==> config.mk <==
export PLATFORM = sky130hd
export DESIGN_NAME = sdp_rdma_ig
export DESIGN_NICKNAME = d
export VERILOG_FILES = /design/src/rtl/sdp_rdma_pkg.sv /design/src/rtl/sdp_rdma_cube_walker.sv /design/src/rtl/sdp_rdma_ctx_fifo.sv /design/src/rtl/sdp_rdma_ig.sv
export SDC_FILE = /design/constraint.sdc
export NUM_CORES = 1
export LEC_CHECK = 0
export ABC_AREA = 0
export BUFFER_PORTS_ARGS = -buffer_cell sky130_fd_sc_hd__buf_2
export CAP_MARGIN = 20
export CELL_PAD_IN_SITES_DETAIL_PLACEMENT = 0
export CELL_PAD_IN_SITES_GLOBAL_PLACEMENT = 2
export CORE_ASPECT_RATIO = 2
export CORE_MARGIN = 1
export CORE_UTILIZATION = 36
export CTS_BUF_LIST = sky130_fd_sc_hd__clkbuf_4
export DETAILED_ROUTE_END_ITERATION = 16
export GPL_TIMING_DRIVEN = 0
export PLACE_DENSITY_LB_ADDON = 0.12
export SLEW_MARGIN = 15
export SYNTH_ARGS = -nofsm -noshare
export SYNTH_HDL_FRONTEND = slang
export SYNTH_SLANG_ARGS = --single-unit
==> constraint.sdc <==
create_clock -name autosa_core_clk -period 3.85 [get_ports autosa_core_clk]
set_input_delay 0 -clock autosa_core_clk [delete_from_list [all_inputs] [get_ports autosa_core_clk]]
set_output_delay 0 -clock autosa_core_clk [all_outputs]
set_load 0.005 [all_outputs]
==> src/rtl/sdp_rdma_pkg.sv <==
package sdp_rdma_pkg;

  // ========================================
  // widths
  // ========================================
  // log2 of the 8-byte atom
  localparam int atom_shift = 3;

  // channel, height, width minus one
  typedef logic [12:0] dim_t;
  // channel-group counter
  typedef logic [10:0] cgrp_t;
  // atom address, byte address without the low 3 bits
  typedef logic [28:0] line_addr_t;
  typedef logic [31:0] dma_addr_t;
  // size in atoms minus one
  typedef logic [14:0] dma_size_t;
  typedef logic [31:0] stall_cnt_t;

  // fp16 walks the cube like int16
  typedef enum logic [1:0] {
    int8  = 2'd0,
    int16 = 2'd1,
    fp16  = 2'd2
  } precision_e;

  // ========================================
  // structs
  // ========================================
  // operation settings, steady while an op runs
  typedef struct packed {
    logic       op_en;
    logic       perf_dma_en;
    precision_e precision;
    logic       data_mode_per_kernel;
    logic       data_size_1byte;
    logic       data_use_both;
    dim_t       channel;
    dim_t       height;
    dim_t       width;
    line_addr_t base_addr;
    line_addr_t line_stride;
    line_addr_t surf_stride;
  } rdma_cfg_t;

  // dma read request, 47 bits
  typedef struct packed {
    dma_addr_t addr;
    dma_size_t size;
  } dma_req_t;

  // context entry for the egress side, 16 bits
  typedef struct packed {
    logic      cube_end;
    dma_size_t size;
  } ctx_entry_t;

endpackage

==> src/rtl/sdp_rdma_cube_walker.sv <==
module sdp_rdma_cube_walker import sdp_rdma_pkg::*; (
  input  logic       autosa_core_clk,
  input  logic       autosa_core_rstn,
  input  logic       op_load,
  input  rdma_cfg_t  cfg,
  input  logic       dma_req_rdy,
  input  logic       ctx_full,
  output dma_req_t   dma_req,
  output logic       dma_req_vld,
  output logic       req_accept,
  output ctx_entry_t entry,
  output stall_cnt_t rdma_stall
);

  logic       op_active;
  cgrp_t      count_c;
  dim_t       count_h;
  line_addr_t base_addr_line;
  line_addr_t base_addr_surf;
  cgrp_t      size_of_surf;
  logic [1:0] mult_shift;
  dma_size_t  mult_fill;
  dma_size_t  size_of_width;
  dma_size_t  size_of_straight;
  dma_size_t  req_size;
  logic       prec_int8;
  logic       mode_1x1_pack;
  logic       is_last_c;
  logic       is_last_h;
  logic       is_surf_end;
  logic       is_cube_end;
  stall_cnt_t stall_cnt;

  // ========================================
  // config decode
  // ========================================
  assign prec_int8     = (cfg.precision == int8);
  // whole cube fits in one line
  assign mode_1x1_pack = (cfg.width == '0) && (cfg.height == '0);

  // channel groups minus one
  // int8 packs 8 channels per atom, others 4
  always_comb begin
    if (prec_int8) begin
      size_of_surf = cgrp_t'(cfg.channel >> 3);
    end else begin
      size_of_surf = cgrp_t'(cfg.channel >> 2);
    end
  end

  // element multiplier as a shift
  // int8: 1B single x1, 2B single x2, 1B both x2, 2B both x4
  // int16/fp16: single x1, both x2
  always_comb begin
    if (prec_int8) begin
      if (cfg.data_use_both) begin
        mult_shift = cfg.data_size_1byte ? 2'd1 : 2'd2;
      end else begin
        mult_shift = cfg.data_size_1byte ? 2'd0 : 2'd1;
      end
    end else begin
      mult_shift = cfg.data_use_both ? 2'd1 : 2'd0;
    end
  end

  // low ones of (n+1)*m-1 after the shift
  always_comb begin
    case (mult_shift)
      2'd1:    mult_fill = dma_size_t'(1);
      2'd2:    mult_fill = dma_size_t'(3);
      default: mult_fill = '0;
    endcase
  end

  assign size_of_width    = (dma_size_t'(cfg.width) << mult_shift) | mult_fill;
  assign size_of_straight = (dma_size_t'(size_of_surf) << mult_shift) | mult_fill;

  // per kernel and 1x1 pack read the whole cube in one go
  always_comb begin
    if (cfg.data_mode_per_kernel || mode_1x1_pack) begin
      req_size = size_of_straight;
    end else begin
      req_size = size_of_width;
    end
  end

  // ========================================
  // cube shape
  // ========================================
  assign is_last_h   = (count_h == cfg.height);
  assign is_last_c   = (count_c == size_of_surf);
  assign is_surf_end = cfg.data_mode_per_kernel | mode_1x1_pack | is_last_h;
  assign is_cube_end = cfg.data_mode_per_kernel | mode_1x1_pack | (is_last_h & is_last_c);

  // ========================================
  // op control and handshake
  // ========================================
  // hold off while the context queue has no room
  assign dma_req_vld = op_active & ~ctx_full;
  assign req_accept  = dma_req_vld & dma_req_rdy;

  always_ff @(posedge autosa_core_clk or negedge autosa_core_rstn) begin
    if (!autosa_core_rstn) begin
      op_active <= 1'b0;
    end else if (op_load) begin
      op_active <= 1'b1;
    end else if (req_accept && is_cube_end) begin
      op_active <= 1'b0;
    end
  end

  // channel group outer, line inner
  always_ff @(posedge autosa_core_clk or negedge autosa_core_rstn) begin
    if (!autosa_core_rstn) begin
      count_c <= '0;
      count_h <= '0;
    end else if (op_load) begin
      count_c <= '0;
      count_h <= '0;
    end else if (req_accept) begin
      if (is_cube_end) begin
        count_c <= '0;
      end else if (is_surf_end) begin
        count_c <= count_c + 1'b1;
      end
      if (is_surf_end) begin
        count_h <= '0;
      end else begin
        count_h <= count_h + 1'b1;
      end
    end
  end

  // ========================================
  // address stepping
  // ========================================
  // surf base marks the start of the current channel group
  // line base steps by line stride inside it
  always_ff @(posedge autosa_core_clk or negedge autosa_core_rstn) begin
    if (!autosa_core_rstn) begin
      base_addr_line <= '0;
      base_addr_surf <= '0;
    end else if (op_load) begin
      base_addr_line <= cfg.base_addr;
      base_addr_surf <= cfg.base_addr;
    end else if (req_accept) begin
      if (is_surf_end) begin
        base_addr_line <= base_addr_surf + cfg.surf_stride;
        base_addr_surf <= base_addr_surf + cfg.surf_stride;
      end else begin
        base_addr_line <= base_addr_line + cfg.line_stride;
      end
    end
  end

  assign dma_req.addr = {base_addr_line, {atom_shift{1'b0}}};
  assign dma_req.size = req_size;

  // same size goes to egress with the end flag
  assign entry.cube_end = is_cube_end;
  assign entry.size     = req_size;

  // ========================================
  // stall counter
  // ========================================
  // cleared by a new load, wraps at 2^32
  always_ff @(posedge autosa_core_clk or negedge autosa_core_rstn) begin
    if (!autosa_core_rstn) begin
      stall_cnt <= '0;
    end else if (cfg.op_en && cfg.perf_dma_en) begin
      if (op_load) begin
        stall_cnt <= '0;
      end else if (dma_req_vld && !dma_req_rdy) begin
        stall_cnt <= stall_cnt + 1'b1;
      end
    end
  end

  assign rdma_stall = stall_cnt;

endmodule

==> src/rtl/sdp_rdma_ctx_fifo.sv <==
module sdp_rdma_ctx_fifo import sdp_rdma_pkg::*; #(
  parameter int ctx_depth = 4
) (
  input  logic       autosa_core_clk,
  input  logic       autosa_core_rstn,
  input  logic       req_accept,
  input  ctx_entry_t entry,
  input  logic       ctx_rdy,
  output logic       ctx_full,
  output ctx_entry_t ctx,
  output logic       ctx_vld
);

  localparam int idx_w = (ctx_depth > 1) ? $clog2(ctx_depth) : 1;

  // msb is the wrap bit, rest indexes the array
  typedef logic [idx_w:0] ptr_t;

  ctx_entry_t mem [ctx_depth];
  ptr_t       wr_ptr;
  ptr_t       rd_ptr;
  logic       do_pop;

  // step index, flip wrap bit at the last slot
  function automatic ptr_t ptr_next(input ptr_t p);
    ptr_t n;
    if (p[idx_w-1:0] == idx_w'(ctx_depth - 1)) begin
      n = {~p[idx_w], {idx_w{1'b0}}};
    end else begin
      n = p + 1'b1;
    end
    return n;
  endfunction

  // same index, different lap
  assign ctx_full = (wr_ptr[idx_w-1:0] == rd_ptr[idx_w-1:0]) &&
                    (wr_ptr[idx_w] != rd_ptr[idx_w]);
  assign ctx_vld  = (wr_ptr != rd_ptr);
  assign do_pop   = ctx_vld & ctx_rdy;
  assign ctx      = mem[rd_ptr[idx_w-1:0]];

  // entry storage
  always_ff @(posedge autosa_core_clk) begin
    if (req_accept) begin
      mem[wr_ptr[idx_w-1:0]] <= entry;
    end
  end

  // push and pop may share a cycle
  always_ff @(posedge autosa_core_clk or negedge autosa_core_rstn) begin
    if (!autosa_core_rstn) begin
      wr_ptr <= '0;
      rd_ptr <= '0;
    end else begin
      if (req_accept) begin
        wr_ptr <= ptr_next(wr_ptr);
      end
      if (do_pop) begin
        rd_ptr <= ptr_next(rd_ptr);
      end
    end
  end

endmodule

==> src/rtl/sdp_rdma_ig.sv <==
module sdp_rdma_ig import sdp_rdma_pkg::*; #(
  parameter int ctx_depth = 4
) (
  input  logic       autosa_core_clk,
  input  logic       autosa_core_rstn,
  input  logic       op_load,
  input  rdma_cfg_t  cfg,
  // dma read request port
  output dma_req_t   dma_req,
  output logic       dma_req_vld,
  input  logic       dma_req_rdy,
  // context port to egress
  output ctx_entry_t ctx,
  output logic       ctx_vld,
  input  logic       ctx_rdy,
  // perf
  output stall_cnt_t rdma_stall
);

  // ========================================
  // walker to context queue
  // ========================================
  logic       req_accept;
  ctx_entry_t entry;
  logic       ctx_full;

  // issues one read per line or one per cube
  sdp_rdma_cube_walker u_walker (
    .autosa_core_clk  (autosa_core_clk),
    .autosa_core_rstn (autosa_core_rstn),
    .op_load          (op_load),
    .cfg              (cfg),
    .dma_req_rdy      (dma_req_rdy),
    .ctx_full         (ctx_full),
    .dma_req          (dma_req),
    .dma_req_vld      (dma_req_vld),
    .req_accept       (req_accept),
    .entry            (entry),
    .rdma_stall       (rdma_stall)
  );

  // one entry per accepted request
  // full back-pressures the walker
  sdp_rdma_ctx_fifo #(
    .ctx_depth (ctx_depth)
  ) u_ctx_fifo (
    .autosa_core_clk  (autosa_core_clk),
    .autosa_core_rstn (autosa_core_rstn),
    .req_accept       (req_accept),
    .entry            (entry),
    .ctx_rdy          (ctx_rdy),
    .ctx_full         (ctx_full),
    .ctx              (ctx),
    .ctx_vld          (ctx_vld)
  );

endmodule

==> results.sh, run 1 <==
export IMPL_status="complete, no violations"
export IMPL_syn_area_mm2=0.01222
export IMPL_syn2layout_area_growth_pct=23.14
export IMPL_synth_edf_count=64
export IMPL_clock_sinks=185
export IMPL_synthFlopType="dfrtp_1"
export IMPL_path_max_fanout=5
export IMPL_cp_slowest_cell="dfrtp_1"
export IMPL_final_area_mm2=0.01505
export IMPL_worstPathArrival_ns=4.18
export IMPL_cp_start_kind="flop"
export IMPL_vias=11270
export IMPL_final_nets=1827
export IMPL_initialDrtViolationCount=482
export IMPL_switchingPower_mw=3.933
export IMPL_grt_pass1_wl_um=66800
export IMPL_yosysWarnings=0
export IMPL_dpl_hpwl_um=35310
export IMPL_port_buffers=228
export IMPL_path_buf_inv=0
export IMPL_fp_dieH_um=262.6
export IMPL_pwr_density_cell_mw_per_mm2=580.6
export IMPL_clock_root_buffer="clkbuf_4"
export IMPL_io_pins=235
export IMPL_synth_async_sr_flop_share=0.6541
export IMPL_whs_ns=0.03902
export IMPL_finalCritPeriodShare=0.9436
export IMPL_dieArea_mm2=0.03474
export IMPL_vdd_drop_max_mv=0.2996
export IMPL_grt_max_degree=88
export IMPL_required_ns=4.39
export IMPL_cts_tree="built"
export IMPL_syn_avg_cell_area_um2=9.431
export IMPL_routedWlPerCell_um=21.43
export IMPL_yosysSeqAreaShare=0.4050
export IMPL_slew_headroom=0.2665
export IMPL_setup_viol=0
export IMPL_crit_family="compound AO/OA/AOI/OAI gates"
export IMPL_fmax_ghz=0.2753
export IMPL_tightest_slew_ns=1.096
export IMPL_period_needed_ns=3.633
export IMPL_drive_gt1_frac=0.2056
export IMPL_power_switching_share=0.4501
export IMPL_p_leak_nw=6.623
export IMPL_grt_pass1_vias=11630
export IMPL_maxSlewViolCount=0
export IMPL_drt_pass1_iter_count=7
export IMPL_fin_setup_tns_ns=0
export IMPL_die_w_um=132.3
export IMPL_placed_cell_area_mm2=0.01396
export IMPL_htree_levels=4
export IMPL_post_cts_buffers=0
export IMPL_clkPwrFrac=0.140
export IMPL_antenna_found_initial=2
export IMPL_design_power_total_mw=8.739
export IMPL_row_count=95
export IMPL_final_common_cell="buf_2"
export IMPL_core_area_mm2=0.03352
export IMPL_clock_latency_ns=0.67
export IMPL_path_clk_slew_ns=0.20
export IMPL_syn_inst=1296
export IMPL_maxCapViolations=0
export IMPL_viasPerCell=5.441
export IMPL_start_util=0.3647
export IMPL_drt_drc_violations_left=0
export IMPL_overflow=0
export IMPL_finClkSkew_ns=0.03673
export IMPL_crit_type="reg -> reg"
export IMPL_final_hold_violation_count=0
export IMPL_yosys_cell_types_count=87
export IMPL_seqPwrFrac=0.323
export IMPL_ant_nets=0
export IMPL_hold_class="in -> reg"
export IMPL_ys_ff_latch=185
export IMPL_max_stage_delay_ns=0.43
export IMPL_grt_total_usage=0.2587
export IMPL_gp_congestion=0.9099
export IMPL_numCtsBuffers=17
export IMPL_routed_wl_um=44400
export IMPL_cp_cell_sequence="ha_1, fa_1, a211oi_2, o21ai_2, a32oi_1, a21oi_1, o21ai_0, a31oi_1, xnor2_1, o21ai_0, a211o_1, o221a_2"
export IMPL_clk_path_buf_depth=2
export IMPL_worstSetupEndpointType="flop"
export IMPL_p_comb_frac=0.537
export IMPL_p_int_mw=4.805
export IMPL_crit_path_frequent_cell="o21ai_0"
export IMPL_layout_common_cells="235 x buf_2, 146 x nand2_1, 121 x dfrtp_1, 115 x nor2_1, 104 x o21ai_0"
## power groups by stage
stage / sequential [mW] / clock, mW / combinational (mW)
2_1_floorplan: 2.73 / 0 / 3.04
3_3_place_gp: 2.85 / 0 / 4.56
3_5_place_dp: 2.87 / 0 / 4.59
4_1_cts: 2.82 / 1.28 / 4.72
5_1_grt: 2.86 / 1.32 / 5.12
6_report: 2.82 / 1.23 / 4.69
## layer usage
layer / wire length, um / vias up / GRT usage
met1: 14720 / 5438 / 0.2422
met2: 25010 / 343 / 0.5097
met3: 1636 / 104 / 0.03279
met4: 3038 / 0 / 0.1752
met5: 0 / - / 0
li1: - / 5388 / -
## flip-flops by register name, indices dropped and copies added (netlist names)
name and cells:
u_walker.rdma_stall 32, u_walker.count_h 13, u_walker.base_addr_surf 29, u_ctx_fifo.rd_ptr 3, u_walker.count_c 11, u_ctx_fifo.mem 64, u_walker.base_addr_line 29, u_walker.op_active 1
u_ctx_fifo.wr_ptr 3
## per-stage QoR
stage | util | std cells | worst slack [ns]
2_1_floorplan | - | 1298 | 0.8514
6_report | 0.4490 | 2072 | 0.2171
3_3_place_gp | 0.4152 | 1962 | 0.02207
4_1_cts | 0.4484 | 2070 | 0.02713
5_1_grt | 0.4490 | 2071 | -0.002002
3_5_place_dp | 0.4165 | 1964 | 0.04926
## final cells by class
type                            count  area, um2
Fill cell                        3444      18470
Multi-Input combinational cell   1028       6908
Sequential cell                   185       4950
Timing Repair Buffer              304       1937
Tap cell                          436      545.5
Buffer                             57      290.3
Clock inverter                     15      183.9
Clock buffer                       17      127.6
Inverter                           28      105.1
Antenna cell                        2      5.005
## path summary, 6_finish.rpt
kind	from	end	slack (ns)	depth (start not counted)
worst max-delay path	u_walker.base_addr_surf[0]	u_walker.base_addr_line[28]	0.22	12
min in group asynchronous	autosa_core_rstn	u_walker.base_addr_line[0]	0.40	4
worst min-delay path	cfg[15]	u_walker.base_addr_surf[15]	0.04	5
worst max register to register	u_walker.base_addr_surf[0]	u_walker.base_addr_line[28]	0.22	12
worst min register to register	u_walker.base_addr_surf[16]	u_walker.base_addr_surf[16]	0.50	2
max in group asynchronous	autosa_core_rstn	u_walker.base_addr_line[19]	2.96	4
## cell usage after synthesis (33+ instances only)
master	number	area, um2
dfrtp_1	121	3028
xor2_1	53	464.2
ha_1	66	825.8
a21oi_1	99	495.5
edfxtp_1	64	1922
nor2_1	115	431.7
xnor2_1	50	437.9
o21ai_0	104	520.5
nand2_1	146	548.0
clkbuf_1	36	135.1
nand3_1	33	165.2
mux2i_1	34	340.3
## worst register-to-register path, stage by stage, from the launching register on
cell and delay (ns):
dfrtp_1 0.43, ha_1 0.22, fa_1 0.43, a211oi_2 0.34, o21ai_2 0.21, a32oi_1 0.33, a21oi_1 0.23, o21ai_0 0.32
a31oi_1 0.23, xnor2_1 0.21, o21ai_0 0.11, a211o_1 0.34, o221a_2 0.12
## cell families after synthesis
logic type | after synthesis | synth area share
buffers and inverters | 85 | 0.03224
adder cells (fa/ha/maj) | 68 | 0.07084
AO/OA/AOI/OAI | 366 | 0.1890
multiplexers | 56 | 0.06285
flip-flops | 185 | 0.4050
XOR/XNOR | 103 | 0.07381
other | 1 | 0.0003068
AND/OR/NAND/NOR | 432 | 0.1660
## timing repair
item | in CTS | in global routing
hold buffers | 74 | 0
setup endpoints to repair | 1 | 22
resized for setup | 1 | 7
endpoints found under the hold margin | 205 | 0
Note: power is estimated with default switching activity, not from simulation.
==> run 2: changes to the inputs <==
- SYNTH_HIERARCHICAL: default -> 1
==> results.sh, run 2 <==
export IMPL_synth_fa_ha_area_frac=0.06939
export IMPL_pre_cts_ws_ns=0.03936
export IMPL_finalCritPeriodShare=0.9515
export IMPL_fp_dieH_um=265.3
export IMPL_grt_total_usage=0.2633
export IMPL_required_ns=4.41
export IMPL_status="complete, no violations"
export IMPL_routed_wl_um=45320
export IMPL_cp_start_kind="flop"
export IMPL_core_area_mm2=0.03423
export IMPL_r2r_cells=11
export IMPL_fmax_ghz=0.2730
export IMPL_synth_edf_count=64
export IMPL_routedWlPerCell_um=21.56
export IMPL_pwr_density_cell_mw_per_mm2=508.0
export IMPL_final_hold_violation_count=0
export IMPL_vias=11410
export IMPL_period_needed_ns=3.663
export IMPL_tightest_slew_ns=0.9965
export IMPL_path_max_fanout=4
export IMPL_gp_congestion=0.8890
export IMPL_clk_path_buf_depth=2
export IMPL_antenna_found_initial=3
export IMPL_post_cts_buffers=0
export IMPL_hold_class="in -> reg"
export IMPL_dieArea_mm2=0.03545
export IMPL_syn2layout_area_growth_pct=23.18
export IMPL_viasPerCell=5.427
export IMPL_row_count=96
export IMPL_finClkSkew_ns=0.02480
export IMPL_synth_area_mux_share=0.05766
export IMPL_fin_util=0.4490
export IMPL_whs_ns=0.04564
export IMPL_path_depth=11
export IMPL_drt_pass1_iter_count=5
export IMPL_clock_root_buffer="clkbuf_4"
export IMPL_fillCellCount=3466
export IMPL_yosysSeqAreaShare=0.3967
export IMPL_grt_max_degree=92
export IMPL_maxCapViolations=0
export IMPL_synth_top_area_share=0.2427
export IMPL_maxSlewViolCount=0
export IMPL_synthFlopType="dfrtp_1"
export IMPL_syn_avg_cell_area_um2=9.481
export IMPL_final_nets=1852
export IMPL_syn_area_mm2=0.01248
export IMPL_synthTopCellsByCount="139 x nand2_1, 134 x a21oi_1, 127 x nor2_1"
export IMPL_vdd_drop_max_mv=0.2777
export IMPL_worstSetupEndpointType="flop"
export IMPL_setup_viol=0
export IMPL_initialDrtViolationCount=536
export IMPL_slew_headroom=0.3357
export IMPL_final_common_cell="buf_2"
export IMPL_yosys_area_top_type="dfrtp_1"
export IMPL_grt_pass1_wl_um=69290
export IMPL_ant_nets=0
export IMPL_die_w_um=133.6
export IMPL_path_buf_inv=0
export IMPL_dp_cells=1989
export IMPL_design_power_total_mw=7.808
export IMPL_fin_setup_tns_ns=0
export IMPL_path_clk_slew_ns=0.18
export IMPL_largest_register_ffs=64
export IMPL_overflow=0
export IMPL_start_util=0.3645
export IMPL_fin_cells=2102
export IMPL_cts_tree="built"
export IMPL_port_buffers=229
export IMPL_cp_slowest_cell="a31oi_2"
export IMPL_synth_top_family_by_area="compound AO/OA/AOI/OAI gates"
export IMPL_fin_ws_ns=0.1867
export IMPL_crit_family="compound AO/OA/AOI/OAI gates"
export IMPL_p_leak_nw=6.766
export IMPL_synthTopCellsByArea="dfrtp_1 24%, edfxtp_1 15%, ha_1 6.6%, a21oi_1 5.4%, nand2_1 4.2%"
export IMPL_clock_sinks=185
export IMPL_placed_cell_area_mm2=0.01422
export IMPL_dpl_hpwl_um=35820
export IMPL_synth_async_sr_flop_share=0.6541
export IMPL_final_area_mm2=0.01537
export IMPL_worstPathArrival_ns=4.23
export IMPL_synth_compound_area_frac=0.1885
export IMPL_synth_most_common_cell="nand2_1"
export IMPL_io_pins=235
export IMPL_htree_levels=4
export IMPL_layout_common_cells="232 x buf_2, 139 x nand2_1, 134 x a21oi_1, 126 x nor2_1, 121 x dfrtp_1"
export IMPL_ys_ff_latch=185
export IMPL_synthSimpleGateAreaFrac=0.1620
export IMPL_syn_inst=1316
export IMPL_clock_latency_ns=0.65
export IMPL_synthXorXnorAreaFrac=0.08474
export IMPL_max_stage_delay_ns=0.47
export IMPL_numCtsBuffers=17
export IMPL_crit_type="reg -> reg"
export IMPL_rsz0062_at_grt="false"
export IMPL_drt_drc_violations_left=0
export IMPL_whs_path_depth=6
export IMPL_yosysWarnings=6
export IMPL_drive_gt1_frac=0.2092
export IMPL_yosys_cell_types_count=89
export IMPL_grt_pass1_vias=12010
export IMPL_cp_cell_sequence="ha_1, fa_1, a21oi_1, o21ai_0, a21oi_1, o221ai_1, a31oi_2, o221ai_1, a41o_1, xnor2_1, a221oi_2"
[run 2: worst register-to-register path: stages, from the launching register on]
cell,delay (ns)
dfrtp_1,0.44
ha_1,0.21
fa_1,0.41
a21oi_1,0.19
o21ai_0,0.16
a21oi_1,0.34
o221ai_1,0.35
a31oi_2,0.47
o221ai_1,0.31
a41o_1,0.35
xnor2_1,0.14
a221oi_2,0.21
[run 2: power by group]
group | internal (mW) | total [mW] | switching [mW]
Clock | 0.485 | 1.26 | 0.778
Sequential | 2.42 | 2.68 | 0.260
Combinational | 1.63 | 3.87 | 2.24
[run 2: per-layer routing]
metal,up-vias,wire length (um),track usage
li1,5457,-,-
met1,5518,15260,0.2547
met2,331,26080,0.5241
met3,102,1485,0.03011
met4,0,2494,0.1490
met5,-,0,0
[run 2: path summary, 6_finish.rpt]
path / slack [ns] / start / to
worst max-delay path: 0.19 / u_walker/base_addr_line[0] / u_walker/base_addr_line[28]
worst min register to register: 0.53 / u_walker/base_addr_surf[25] / u_walker/base_addr_surf[25]
worst max register to register: 0.19 / u_walker/base_addr_line[0] / u_walker/base_addr_line[28]
max in group asynchronous: 2.92 / autosa_core_rstn / u_walker/base_addr_line[1]
worst min-delay path: 0.05 / cfg[22] / u_walker/base_addr_line[22]
min in group asynchronous: 0.40 / autosa_core_rstn / u_walker/rdma_stall[18]
[run 2: final cells by class]
cell class	instances	area, um2	area share
antenna	2	5.005	0.0003256
buffer	75	419.2	0.02727
clock buffer	19	142.6	0.009280
clock inverter	13	180.2	0.01172
inverter	24	90.09	0.005861
multi-input combinational	1034	7047	0.4585
sequential	185	4950	0.3220
tap	441	551.8	0.03590
timing repair buffer	309	1984	0.1291
[run 2: cells by family (layout without fill, tap and decap cells)]
kind of cell | after synthesis | count (layout)
AOI/OAI and AO/OA | 369 | 369
xor gates and xnor gates | 116 | 116
adders and majority gates | 68 | 68
buffers and inverters | 99 | 440
DFF | 185 | 185
muxes | 49 | 49
other | 1 | 5
and+or+nand+nor | 429 | 429
[run 2: timing repair]
| action | in CTS | in global routing |
|---|---|---|
| endpoints found under the setup margin | 5 | 53 |
| endpoints found under the hold margin | 203 | 0 |
| hold buffers | 79 | 0 |
| resized for setup | 2 | 7 |
